$ cat config.mk
export PLATFORM = sky130hd
export DESIGN_NAME = icache_top
export DESIGN_NICKNAME = d
export VERILOG_FILES = /design/src/verilog/icache_pkg.sv /design/src/verilog/icache_ctrl.sv /design/src/verilog/icache_store.sv /design/src/verilog/fill_buffer.sv /design/src/verilog/bus_fetch.sv /design/src/verilog/icache_top.sv
export SDC_FILE = /design/constraint.sdc
export NUM_CORES = 2
export LEC_CHECK = 0
export BUFFER_PORTS_ARGS = -buffer_cell sky130_fd_sc_hd__clkbuf_2
export CAP_MARGIN = 15
export CORE_ASPECT_RATIO = 0.6
export CORE_MARGIN = 8
export CORE_UTILIZATION = 25
export DETAILED_ROUTE_END_ITERATION = 8
export PLACE_DENSITY = 0.5
export SLEW_MARGIN = 20
export SYNTH_ARGS = -nofsm -noshare
export SYNTH_HDL_FRONTEND = slang
export SYNTH_MEMORY_MAX_BITS = 65536
export SYNTH_SLANG_ARGS = --single-unit
$ cat constraint.sdc
create_clock -name clk -period 10.2 [get_ports clk]
set_input_delay 0.51 -clock clk [delete_from_list [all_inputs] [get_ports clk]]
set_output_delay 0.51 -clock clk [all_outputs]
set_load 0.03 [all_outputs]
$ cat src/verilog/icache_pkg.sv
package icache_pkg;

    // Line geometry
    localparam int BEATS    = 4;
    localparam int OFFSET_W = 4;

    // Virtual or physical byte address
    typedef logic [31:0] addr_t;

    // One bus beat
    typedef logic [31:0] word_t;

    // Full cache line with beat 0 in the low word
    typedef logic [127:0] line_t;

    // Controller sequencing
    typedef enum logic [2:0] {
        IDLE,
        LOOKUP,
        BUS_WAIT,
        FILL,
        WRITE,
        RESPOND
    } ctrl_state_t;

endpackage

$ cat src/verilog/icache_ctrl.sv
`timescale 1ns/1ps

module icache_ctrl #(
    parameter int INDEX_W = 5
) (
    input  logic              clk,
    input  logic              arst_n,

    input  logic              req_valid,
    output logic              req_ready,
    input  icache_pkg::addr_t req_address,
    output logic              dp_valid,
    input  logic              dp_ready,

    output icache_pkg::addr_t virt_addr,
    input  logic              tlb_hit,
    input  logic              tlb_pcd,

    input  logic              hit,
    output logic              store_write,
    output logic              fetch_start,
    output logic              fill_clear,
    input  logic              line_done,
    output logic              resp_from_fill
);

    localparam int TAG_W = 32 - icache_pkg::OFFSET_W - INDEX_W;

    icache_pkg::ctrl_state_t state;
    icache_pkg::ctrl_state_t state_nxt;

    // Fetches are always line aligned so only tag and index are kept
    logic [TAG_W-1:0]   req_tag;
    logic [INDEX_W-1:0] req_index;

    logic pcd_q;
    logic req_accept;
    logic lookup_hit;

    assign req_accept = req_valid && req_ready;

    // Cache-disabled pages never count as hits
    assign lookup_hit = hit && !tlb_pcd;

    always_ff @(posedge clk) begin
        if (req_accept) begin
            req_tag   <= req_address[31 -: TAG_W];
            req_index <= req_address[icache_pkg::OFFSET_W +: INDEX_W];
        end
    end

    assign virt_addr = {req_tag, req_index, {icache_pkg::OFFSET_W{1'b0}}};

    always_comb begin
        state_nxt   = state;
        fetch_start = 1'b0;
        fill_clear  = 1'b0;
        store_write = 1'b0;
        case (state)
            icache_pkg::IDLE: begin
                if (req_valid) begin
                    state_nxt = icache_pkg::LOOKUP;
                end
            end
            icache_pkg::LOOKUP: begin
                // Wait here until translation is available
                if (tlb_hit) begin
                    if (lookup_hit) begin
                        state_nxt = icache_pkg::RESPOND;
                    end else begin
                        fetch_start = 1'b1;
                        state_nxt   = icache_pkg::BUS_WAIT;
                    end
                end
            end
            icache_pkg::BUS_WAIT: begin
                // Drop the previous line before new beats show up
                fill_clear = 1'b1;
                state_nxt  = icache_pkg::FILL;
            end
            icache_pkg::FILL: begin
                if (line_done) begin
                    state_nxt = pcd_q ? icache_pkg::RESPOND : icache_pkg::WRITE;
                end
            end
            icache_pkg::WRITE: begin
                store_write = 1'b1;
                state_nxt   = icache_pkg::RESPOND;
            end
            icache_pkg::RESPOND: begin
                if (dp_ready) begin
                    state_nxt = icache_pkg::IDLE;
                end
            end
            default: begin
                state_nxt = icache_pkg::IDLE;
            end
        endcase
    end

    always_ff @(posedge clk or negedge arst_n) begin
        if (!arst_n) begin
            state          <= icache_pkg::IDLE;
            pcd_q          <= 1'b0;
            resp_from_fill <= 1'b0;
        end else begin
            state <= state_nxt;
            if (state == icache_pkg::LOOKUP && tlb_hit) begin
                pcd_q          <= tlb_pcd;
                resp_from_fill <= !lookup_hit;
            end
        end
    end

    assign req_ready = (state == icache_pkg::IDLE);
    assign dp_valid  = (state == icache_pkg::RESPOND);

    // Response, its source and its index held until the fetch stage takes it
    a_dp_hold: assert property (
        @(posedge clk) disable iff (!arst_n)
        dp_valid && !dp_ready |=> dp_valid && $stable(resp_from_fill) && $stable(virt_addr)
    ) else $error("response changed without dp_ready");

    // Only a cacheable miss may be written into the store
    a_write_cacheable: assert property (
        @(posedge clk) disable iff (!arst_n)
        store_write |-> !pcd_q && resp_from_fill
    ) else $error("store written for a hit or an uncached fetch");

    // A freshly written line should hit on the same translation
    a_write_then_hit: assert property (
        @(posedge clk) disable iff (!arst_n)
        store_write |=> (hit || !tlb_hit)
    ) else $error("line written to store does not hit");

endmodule

$ cat src/verilog/icache_store.sv
`timescale 1ns/1ps

module icache_store #(
    parameter int INDEX_W = 5
) (
    input  logic              clk,
    input  logic              arst_n,

    input  icache_pkg::addr_t virt_addr,
    input  icache_pkg::addr_t phys_addr,

    input  logic              store_write,
    input  icache_pkg::line_t fill_line,

    output logic              hit,
    output icache_pkg::line_t read_line
);

    localparam int LINES = 2 ** INDEX_W;
    localparam int TAG_W = 32 - icache_pkg::OFFSET_W - INDEX_W;

    logic [LINES-1:0]  valid_q;
    logic [TAG_W-1:0]  tag_q [LINES];
    icache_pkg::line_t data_q [LINES];

    logic [INDEX_W-1:0] index;
    logic [TAG_W-1:0]   phys_tag;
    logic               tag_match;

    // Index bits sit inside the page offset so the virtual index is safe
    assign index    = virt_addr[icache_pkg::OFFSET_W +: INDEX_W];
    assign phys_tag = phys_addr[31 -: TAG_W];

    always_ff @(posedge clk or negedge arst_n) begin
        if (!arst_n) begin
            valid_q <= '0;
        end else if (store_write) begin
            valid_q[index] <= 1'b1;
        end
    end

    always_ff @(posedge clk) begin
        if (store_write) begin
            tag_q[index]  <= phys_tag;
            data_q[index] <= fill_line;
        end
    end

    // Tag compare against the translated address
    assign tag_match = (tag_q[index] == phys_tag);
    assign hit       = valid_q[index] && tag_match;

    assign read_line = data_q[index];

endmodule

$ cat src/verilog/fill_buffer.sv
`timescale 1ns/1ps

module fill_buffer (
    input  logic              clk,
    input  logic              arst_n,

    input  logic              fill_clear,
    input  logic              beat_valid,
    input  icache_pkg::word_t beat_data,

    output logic              line_done,
    output icache_pkg::line_t fill_line
);

    localparam int CNT_W = $clog2(icache_pkg::BEATS);

    logic [CNT_W-1:0]  beat_cnt;
    icache_pkg::word_t words [icache_pkg::BEATS];

    always_ff @(posedge clk or negedge arst_n) begin
        if (!arst_n) begin
            beat_cnt  <= '0;
            line_done <= 1'b0;
        end else if (fill_clear) begin
            beat_cnt  <= '0;
            line_done <= 1'b0;
        end else if (beat_valid) begin
            beat_cnt <= beat_cnt + 1'b1;
            if (beat_cnt == CNT_W'(icache_pkg::BEATS - 1)) begin
                line_done <= 1'b1;
            end
        end
    end

    // Beats land in arrival order
    always_ff @(posedge clk) begin
        if (beat_valid) begin
            words[beat_cnt] <= beat_data;
        end
    end

    always_comb begin
        for (int i = 0; i < icache_pkg::BEATS; i++) begin
            fill_line[i*32 +: 32] = words[i];
        end
    end

    // Fetcher must stop after the last beat of the line
    a_no_extra_beat: assert property (
        @(posedge clk) disable iff (!arst_n)
        beat_valid |-> !line_done
    ) else $error("beat arrived after line was complete");

endmodule

$ cat src/verilog/bus_fetch.sv
`timescale 1ns/1ps

module bus_fetch (
    input  logic              clk,
    input  logic              arst_n,

    input  logic              fetch_start,
    input  icache_pkg::addr_t phys_addr,

    output logic              mem_req,
    input  logic              grant_in,
    output logic              grant_out,
    input  logic              bus_busy_in,
    output logic              bus_busy_out,
    output logic              mem_en,
    output icache_pkg::addr_t mem_addr,
    input  logic              mem_data_valid,
    input  icache_pkg::word_t mem_data,

    output logic              beat_valid,
    output icache_pkg::word_t beat_data
);

    localparam int CNT_W = $clog2(icache_pkg::BEATS);

    logic             req_pend;
    logic             own;
    logic [CNT_W-1:0] beat_cnt;
    logic             take_bus;
    logic             last_beat;

    // Grant reaches us only while the bus is idle
    assign take_bus  = req_pend && grant_in && !bus_busy_in;
    assign beat_valid = own && mem_data_valid;
    assign last_beat = beat_valid && (beat_cnt == CNT_W'(icache_pkg::BEATS - 1));

    always_ff @(posedge clk or negedge arst_n) begin
        if (!arst_n) begin
            req_pend <= 1'b0;
            own      <= 1'b0;
            beat_cnt <= '0;
        end else begin
            if (fetch_start) begin
                req_pend <= 1'b1;
                beat_cnt <= '0;
            end else if (take_bus) begin
                req_pend <= 1'b0;
                own      <= 1'b1;
            end else if (beat_valid) begin
                beat_cnt <= beat_cnt + 1'b1;
                if (last_beat) begin
                    own <= 1'b0;
                end
            end
        end
    end

    // Word address walks up the line one beat at a time
    always_ff @(posedge clk) begin
        if (fetch_start) begin
            mem_addr <= {phys_addr[31:icache_pkg::OFFSET_W], {icache_pkg::OFFSET_W{1'b0}}};
        end else if (beat_valid) begin
            mem_addr <= mem_addr + 32'd4;
        end
    end

    assign mem_req      = req_pend || own;
    assign grant_out    = grant_in && !mem_req;
    assign bus_busy_out = own;
    assign mem_en       = own;
    assign beat_data    = mem_data;

    // Ownership starts only on a granted and free bus
    a_take_free_bus: assert property (
        @(posedge clk) disable iff (!arst_n)
        $rose(mem_en) |-> $past(grant_in && !bus_busy_in)
    ) else $error("bus taken while not granted or busy");

    a_hold_to_last_beat: assert property (
        @(posedge clk) disable iff (!arst_n)
        mem_en && !last_beat |=> mem_en
    ) else $error("bus released before the fourth beat");

endmodule

$ cat src/verilog/icache_top.sv
`timescale 1ns/1ps

module icache_top #(
    parameter int INDEX_W = 5
) (
    input  logic              clk,
    input  logic              arst_n,

    // Fetch stage
    input  logic              req_valid,
    output logic              req_ready,
    input  icache_pkg::addr_t req_address,
    output logic              dp_valid,
    input  logic              dp_ready,
    output icache_pkg::line_t dp_read_data,

    // TLB
    output icache_pkg::addr_t virt_addr,
    input  icache_pkg::addr_t phys_addr,
    input  logic              tlb_hit,
    input  logic              tlb_pcd,

    // Shared read bus
    output icache_pkg::addr_t mem_addr,
    output logic              mem_req,
    input  logic              mem_data_valid,
    input  icache_pkg::word_t mem_data,
    output logic              mem_en,

    // Daisy-chain arbitration
    input  logic              grant_in,
    output logic              grant_out,
    output logic              bus_busy_out,
    input  logic              bus_busy_in
);

    logic              hit;
    logic              store_write;
    logic              fetch_start;
    logic              fill_clear;
    logic              line_done;
    logic              resp_from_fill;
    logic              beat_valid;
    icache_pkg::word_t beat_data;
    icache_pkg::line_t fill_line;
    icache_pkg::line_t read_line;

    icache_ctrl #(
        .INDEX_W (INDEX_W)
    ) i_icache_ctrl (
        .clk            (clk),
        .arst_n         (arst_n),
        .req_valid      (req_valid),
        .req_ready      (req_ready),
        .req_address    (req_address),
        .dp_valid       (dp_valid),
        .dp_ready       (dp_ready),
        .virt_addr      (virt_addr),
        .tlb_hit        (tlb_hit),
        .tlb_pcd        (tlb_pcd),
        .hit            (hit),
        .store_write    (store_write),
        .fetch_start    (fetch_start),
        .fill_clear     (fill_clear),
        .line_done      (line_done),
        .resp_from_fill (resp_from_fill)
    );

    icache_store #(
        .INDEX_W (INDEX_W)
    ) i_icache_store (
        .clk         (clk),
        .arst_n      (arst_n),
        .virt_addr   (virt_addr),
        .phys_addr   (phys_addr),
        .store_write (store_write),
        .fill_line   (fill_line),
        .hit         (hit),
        .read_line   (read_line)
    );

    fill_buffer i_fill_buffer (
        .clk        (clk),
        .arst_n     (arst_n),
        .fill_clear (fill_clear),
        .beat_valid (beat_valid),
        .beat_data  (beat_data),
        .line_done  (line_done),
        .fill_line  (fill_line)
    );

    bus_fetch i_bus_fetch (
        .clk            (clk),
        .arst_n         (arst_n),
        .fetch_start    (fetch_start),
        .phys_addr      (phys_addr),
        .mem_req        (mem_req),
        .grant_in       (grant_in),
        .grant_out      (grant_out),
        .bus_busy_in    (bus_busy_in),
        .bus_busy_out   (bus_busy_out),
        .mem_en         (mem_en),
        .mem_addr       (mem_addr),
        .mem_data_valid (mem_data_valid),
        .mem_data       (mem_data),
        .beat_valid     (beat_valid),
        .beat_data      (beat_data)
    );

    // Misses and uncached fetches answer from the fill buffer
    assign dp_read_data = resp_from_fill ? fill_line : read_line;

endmodule

# Word level (Yosys, flattened, before mapping)
# Memory sizes are Yosys's and may differ from the RTL's. A register that Yosys moved wholly into a read port is not among the register bits.
# Cells that the tools add are included.
# word_totals
elab_cells,100
output_inout_bits,198
ram_bits,4960
regBits,104
mem_count,3
input_bits,105
# mem_list
name,depth,word_bits,rd,rd_clocked_by_memory_dff,write_ports,line,rtl
i_icache_store.data_q,32,128,1,1,1,icache_store.sv:24,icache_pkg::line_t data_q [LINES];
i_icache_store.tag_q,32,23,1,1,1,icache_store.sv:23,logic [TAG_W-1:0] tag_q [LINES];
i_fill_buffer.words,4,32,4,0,1,fill_buffer.sv:18,icache_pkg::word_t words [icache_pkg::BEATS];
# classes
order_cmp,2
reduce_logical,26
mux,38
eq_ne,13
addsub,3
bitwise,2
# ops
cell,count
128-bit 2-to-1 mux,1
32-bit 2-to-1 mux,2
"32-bit by 3-bit adder with 32-bit output, second input constant",1
32-bit OR,1
23-bit equality test,1
1-bit 2-to-1 mux,20
3-bit case mux with 6 select lines,1
3-bit 2-to-1 mux,5
2-bit nonzero test,6
1-bit logical AND,10
2-bit 2-to-1 mux,5
5-bit 2-to-1 mux,2
"3-bit by 2-bit equality test with 1-bit output, second input constant",2
"3-bit equality test, second input constant",2
"5-bit by 6-bit < comparator with 1-bit output, second input constant",1
"2-bit != test, second input constant",3
1-bit binary-select mux with 5-bit select,1
1-bit demux with 5-bit select,1
"5-bit by 1-bit >= comparator with 1-bit output, second input constant",1
"2-bit by 1-bit adder with 2-bit output, second input constant",2
"2-bit equality test, second input constant",2
1-bit zero test,4
"2-bit by 1-bit != test with 1-bit output, second input constant",2
2-bit AND reduction,2
6 further kinds,6

# Logic depth before layout (Yosys ltp)
# logic_depth
word_depth,9
ltp_mapped,15
depth_no_buf,9

# By module
# Synthesis repeated with hierarchy kept, for this count alone.
# hier_totals
cells_unflattened,8366
area_unflattened_um2,191909.1
# by_module_without_submodules
mod,area_per_inst_um2,seq_area_each_um2,cells_each,n_inst
icache_store,182516.3,145899.9,7736,1
fill_buffer,4041.4,3918.8,147,1
bus_fetch,2501.1,980.9,272,1
icache_top,1619.1,0.0,142,1
icache_ctrl,1231.2,965.9,69,1

# Worst setup path before layout
# OpenSTA, ideal clock, no wires.
# synth_timing
path_type,reg-to-reg
start,reg i_icache_ctrl.req_index[0]
end,reg i_icache_store.valid_q[24]
path_buffers,2
path_slack_ps,1740
arrival_time_ps,8354
stages_incl_launch_ff,6
synth_period_minus_slack_ps,8460
required_ps,10095
setup_ps,105
path_cell_list,edfxtp_1 > buf_1 > or3_1 > clkbuf_1 > nor2_1 > or2_2
# synth_via
elab_chain_cells,5
word_cells_on_any_way,6
classes_between,order compare (2); mux (2); bitwise (1); reduce/logical (1)
# synth_rtl
element,line,rtl
from (decl),icache_ctrl.sv:34,logic [INDEX_W-1:0] req_index;
from (signal assigned),icache_ctrl.sv:48,req_index <= req_address[icache_pkg::OFFSET_W +: INDEX_W];
5-bit by 6-bit < comparator with 1-bit output (not written as such) / 5-bit by 1-bit >= comparator with 1-bit output (equally long branches),icache_store.sv:38,valid_q[index] <= 1'b1;
1-bit logical AND (not written as such),icache_store.sv:38,
1-bit 2-to-1 mux (not written as such),icache_store.sv:38,
1-bit demux with 5-bit select *,--,
32-bit OR (no source line) *,--,
to (signal assigned),icache_store.sv:36,valid_q <= '0;
"to (signal, indexed assignment)",icache_store.sv:38,
to (decl),icache_store.sv:22,logic [LINES-1:0] valid_q;
# Every way passes the cells marked *; elsewhere a longest branch is shown, timed or not.
# A chain may end at the register's enable or synchronous reset.

==> flow_summary.ini <==
[detailed_routing]
firstDrtPassIters = 6
num_vias = 90790
totalWireLength_um = 573400
drc = 0
ant_nets = 0
drt_iter0_drc = 10660
avgRoutedWirePerCell_um = 29.42
vias_per_cell = 4.658

[placement]
gp_congestion = 0.7151
dpl.hpwl_um = 304600
pre_cts_ws_ns = 4.143
place.port_buffers = 288
placed_cell_area_um2 = 208900

[power]
irDropWorstVdd_mv = 0.1593
cellPowerDensity_nw_per_um2 = 230.7
power_leakage_nw = 69.08

[critical_path]
worstPathArrival_ns = 6.44
critPathRequiredTime_ns = 9.69
crit_path_max_fanout = 94
path_class = reg2out
endpoint_kind = output port
crit_path_start_kind = flip-flop

[logic_synthesis]
yosysSeqAreaShare_pct = 78.58
synthXorXnorAreaFrac_pct = 0.2447
synth_flop_cell = edfxtp_1
synthMuxAreaShare_pct = 18.18
avgSynthCellArea_um2 = 24.27
synth_edf_count = 5016
synth_top_family_by_area = multiplexers
yosys.area_share.adder_pct = 0.03885
netlist_instances = 7962
synth-seq-cells = 5067
yosys.area_share.simple_pct = 1.127
synth_compound_area_share_pct = 0.8171
netlist_area_um2 = 193300
synth_async_sr_flop_share_pct = 0.8684
yosysWarningCount = 0
ys_types = 68

[clocking]
clk_pin_slew_worst_paths_ns = 0.06
clk_path_buf_depth = 4
cts_buffers = 481
cts_tree = built
root_buffer = clkbuf_16
cts_hold_buf = 52
clock_latency_ns = 1.11
htreeDepth = 5
clkSinkCount = 5067
ctsResizeCount = 0
post_cts_buffers = 0

[grt]
grtUsageTotal_pct = 13.82
antenna_found_initial = 66
grt_pass1_wl_um = 786800
grt_pass1_vias = 92910
grt_overflow = 0
grt_start_max_net_pins = 134

[floorplanning]
die-area_um2 = 802300
start_util_pct = 25.05
die-width_um = 1151
coreArea_um2 = 771400
rows = 250
fp.dieH_um = 697.0
io_pins = 303

[sta]
fmax_ghz = 0.1439
period_needed_ns = 6.951
tns_ns = 0
fin_crit_sh_pct = 68.14
grt_setup_unrepaired = false
hold_violations = 0
final_max_slew_viol_count = 0
setup_viol = 0
fin_skew_ns = 0.1501
relSlewSlack_pct = 20.98
whs_ns = 0.09151
worst_pin_slew_ns = 1.173
worst_slack_ns = 3.249

[layout]
stdcell_area_um2 = 225700
layout_commonest_cell = edfxtp_1
mostFrequentLayoutCells = edfxtp_1 (5016), mux4_2 (1448), clkbuf_16 (482)
syn_to_final_growth_pct = 16.79
drive_gt1_share_pct = 31.68
fin_nets = 8790

[min_path]
hold_path_class = in2async

[status]
status = completed

[run]
maxCapViolations = 0
## per-stage QoR
stage / cells / total power, W / util, %
final: 19490 / 0.05208 / 29.26
after global routing: 19460 / 0.05397 / 29.25
after CTS: 19430 / 0.05280 / 29.24
after detailed placement: 18480 / 0.03452 / 27.09
after global placement: 18480 / 0.03437 / 27.09
after floorplan: 7967 / 0.03055 / -
## registers in the layout, indices dropped and copies added (netlist names), 2 cells and up, named ones only
register                 cells
i_icache_ctrl.req_index      5
i_bus_fetch.beat_cnt         2
i_icache_store.tag_q       736
i_icache_ctrl.req_tag       23
i_fill_buffer.words        128
i_bus_fetch.mem_addr        30
i_icache_ctrl.state          3
i_fill_buffer.beat_cnt       2
i_icache_store.valid_q      32
i_icache_store.data_q     4096
## power breakdown
group,internal (W),total [W],switching [W]
combinational,0.00385,0.00973,0.00587
clock,0.0102,0.0183,0.00805
sequential,0.0235,0.0241,0.000565
total,0.0376,0.0521,0.0145
## final cells by class
type                    instances  area (um^2)
flip-flops and latches       5067       151900
inverters                      13        56.30
diodes                         61        152.6
fillers                     74240       545700
multi-input cells            2472        39720
clock buffers                 567        12420
repair buffers                644         4893
clock inverters               335         3645
well taps                   10330        12930
## worst max-delay path, stage by stage, from the launching register on
cell and delay (ns):
dfxtp_4 0.97, buf_12 0.58, buf_4 0.86, buf_4 0.74
mux4_2 0.36, mux4_2 0.24, mux2i_1 0.08, o21ai_2 0.79
clkbuf_2 0.42
## routing by layer
layer  share of wire, %  vias to the layer above  track usage, %
met4                2.1                        2           2.978
met3                7.0                      718           2.183
met2                 48                     3687           22.93
met5             0.0023                        -               0
met1                 42                    50570           19.19
li1                   -                    35820               -
## synth_stat cells (15+ instances only)
cell type     n  area (um^2)
buf_1        27        101.4
nand2_1     193        724.4
o21ai_0     139        695.7
buf_2       136        680.7
mux2_4       19        285.3
mux2_2       22        247.7
a22oi_1      15        112.6
xor2_1       31        271.5
mux2i_1     198         1982
edfxtp_1   5016       150600
nand3_1      28        140.1
mux4_2     1448        32610
nor2_1       96        360.4
dfrtp_1      44         1101
or2_2        36        225.2
o22ai_1      24        150.1
xnor2_1      23        201.4
buf_4        24        180.2
a21oi_1      17        85.08
clkbuf_1    217        814.5
nand2b_1     15        93.84
and3_1       16        100.1
## cell families after synthesis
group	count (synthesis)
AO/OA/AOI/OAI	256
XOR/XNOR	54
adder cells (fa/ha/maj)	6
buffers and inverters	428
flip-flops	5067
multiplexers	1687
other	1
AND/OR/NAND/NOR	463
## path summary, 6_finish.rpt
check / start / end / slack, ns / cells after the start
worst max-delay path: flip-flop / dp_read_data[114] / 3.25 / 8
worst min-delay path: arst_n / i_bus_fetch.req_pend / 0.09 / 3
worst max register to register: flip-flop / i_bus_fetch.mem_addr[25] / 4.56 / 11
worst min register to register: i_icache_store.valid_q[9] / i_icache_store.valid_q[9] / 0.46 / 1
max in group asynchronous: arst_n / i_icache_ctrl.resp_from_fill / 9.61 / 3
min in group clk: mem_data[15] / i_fill_buffer.words[3][15] / 0.12 / 2
Note: power is estimated with default switching activity, not from simulation.
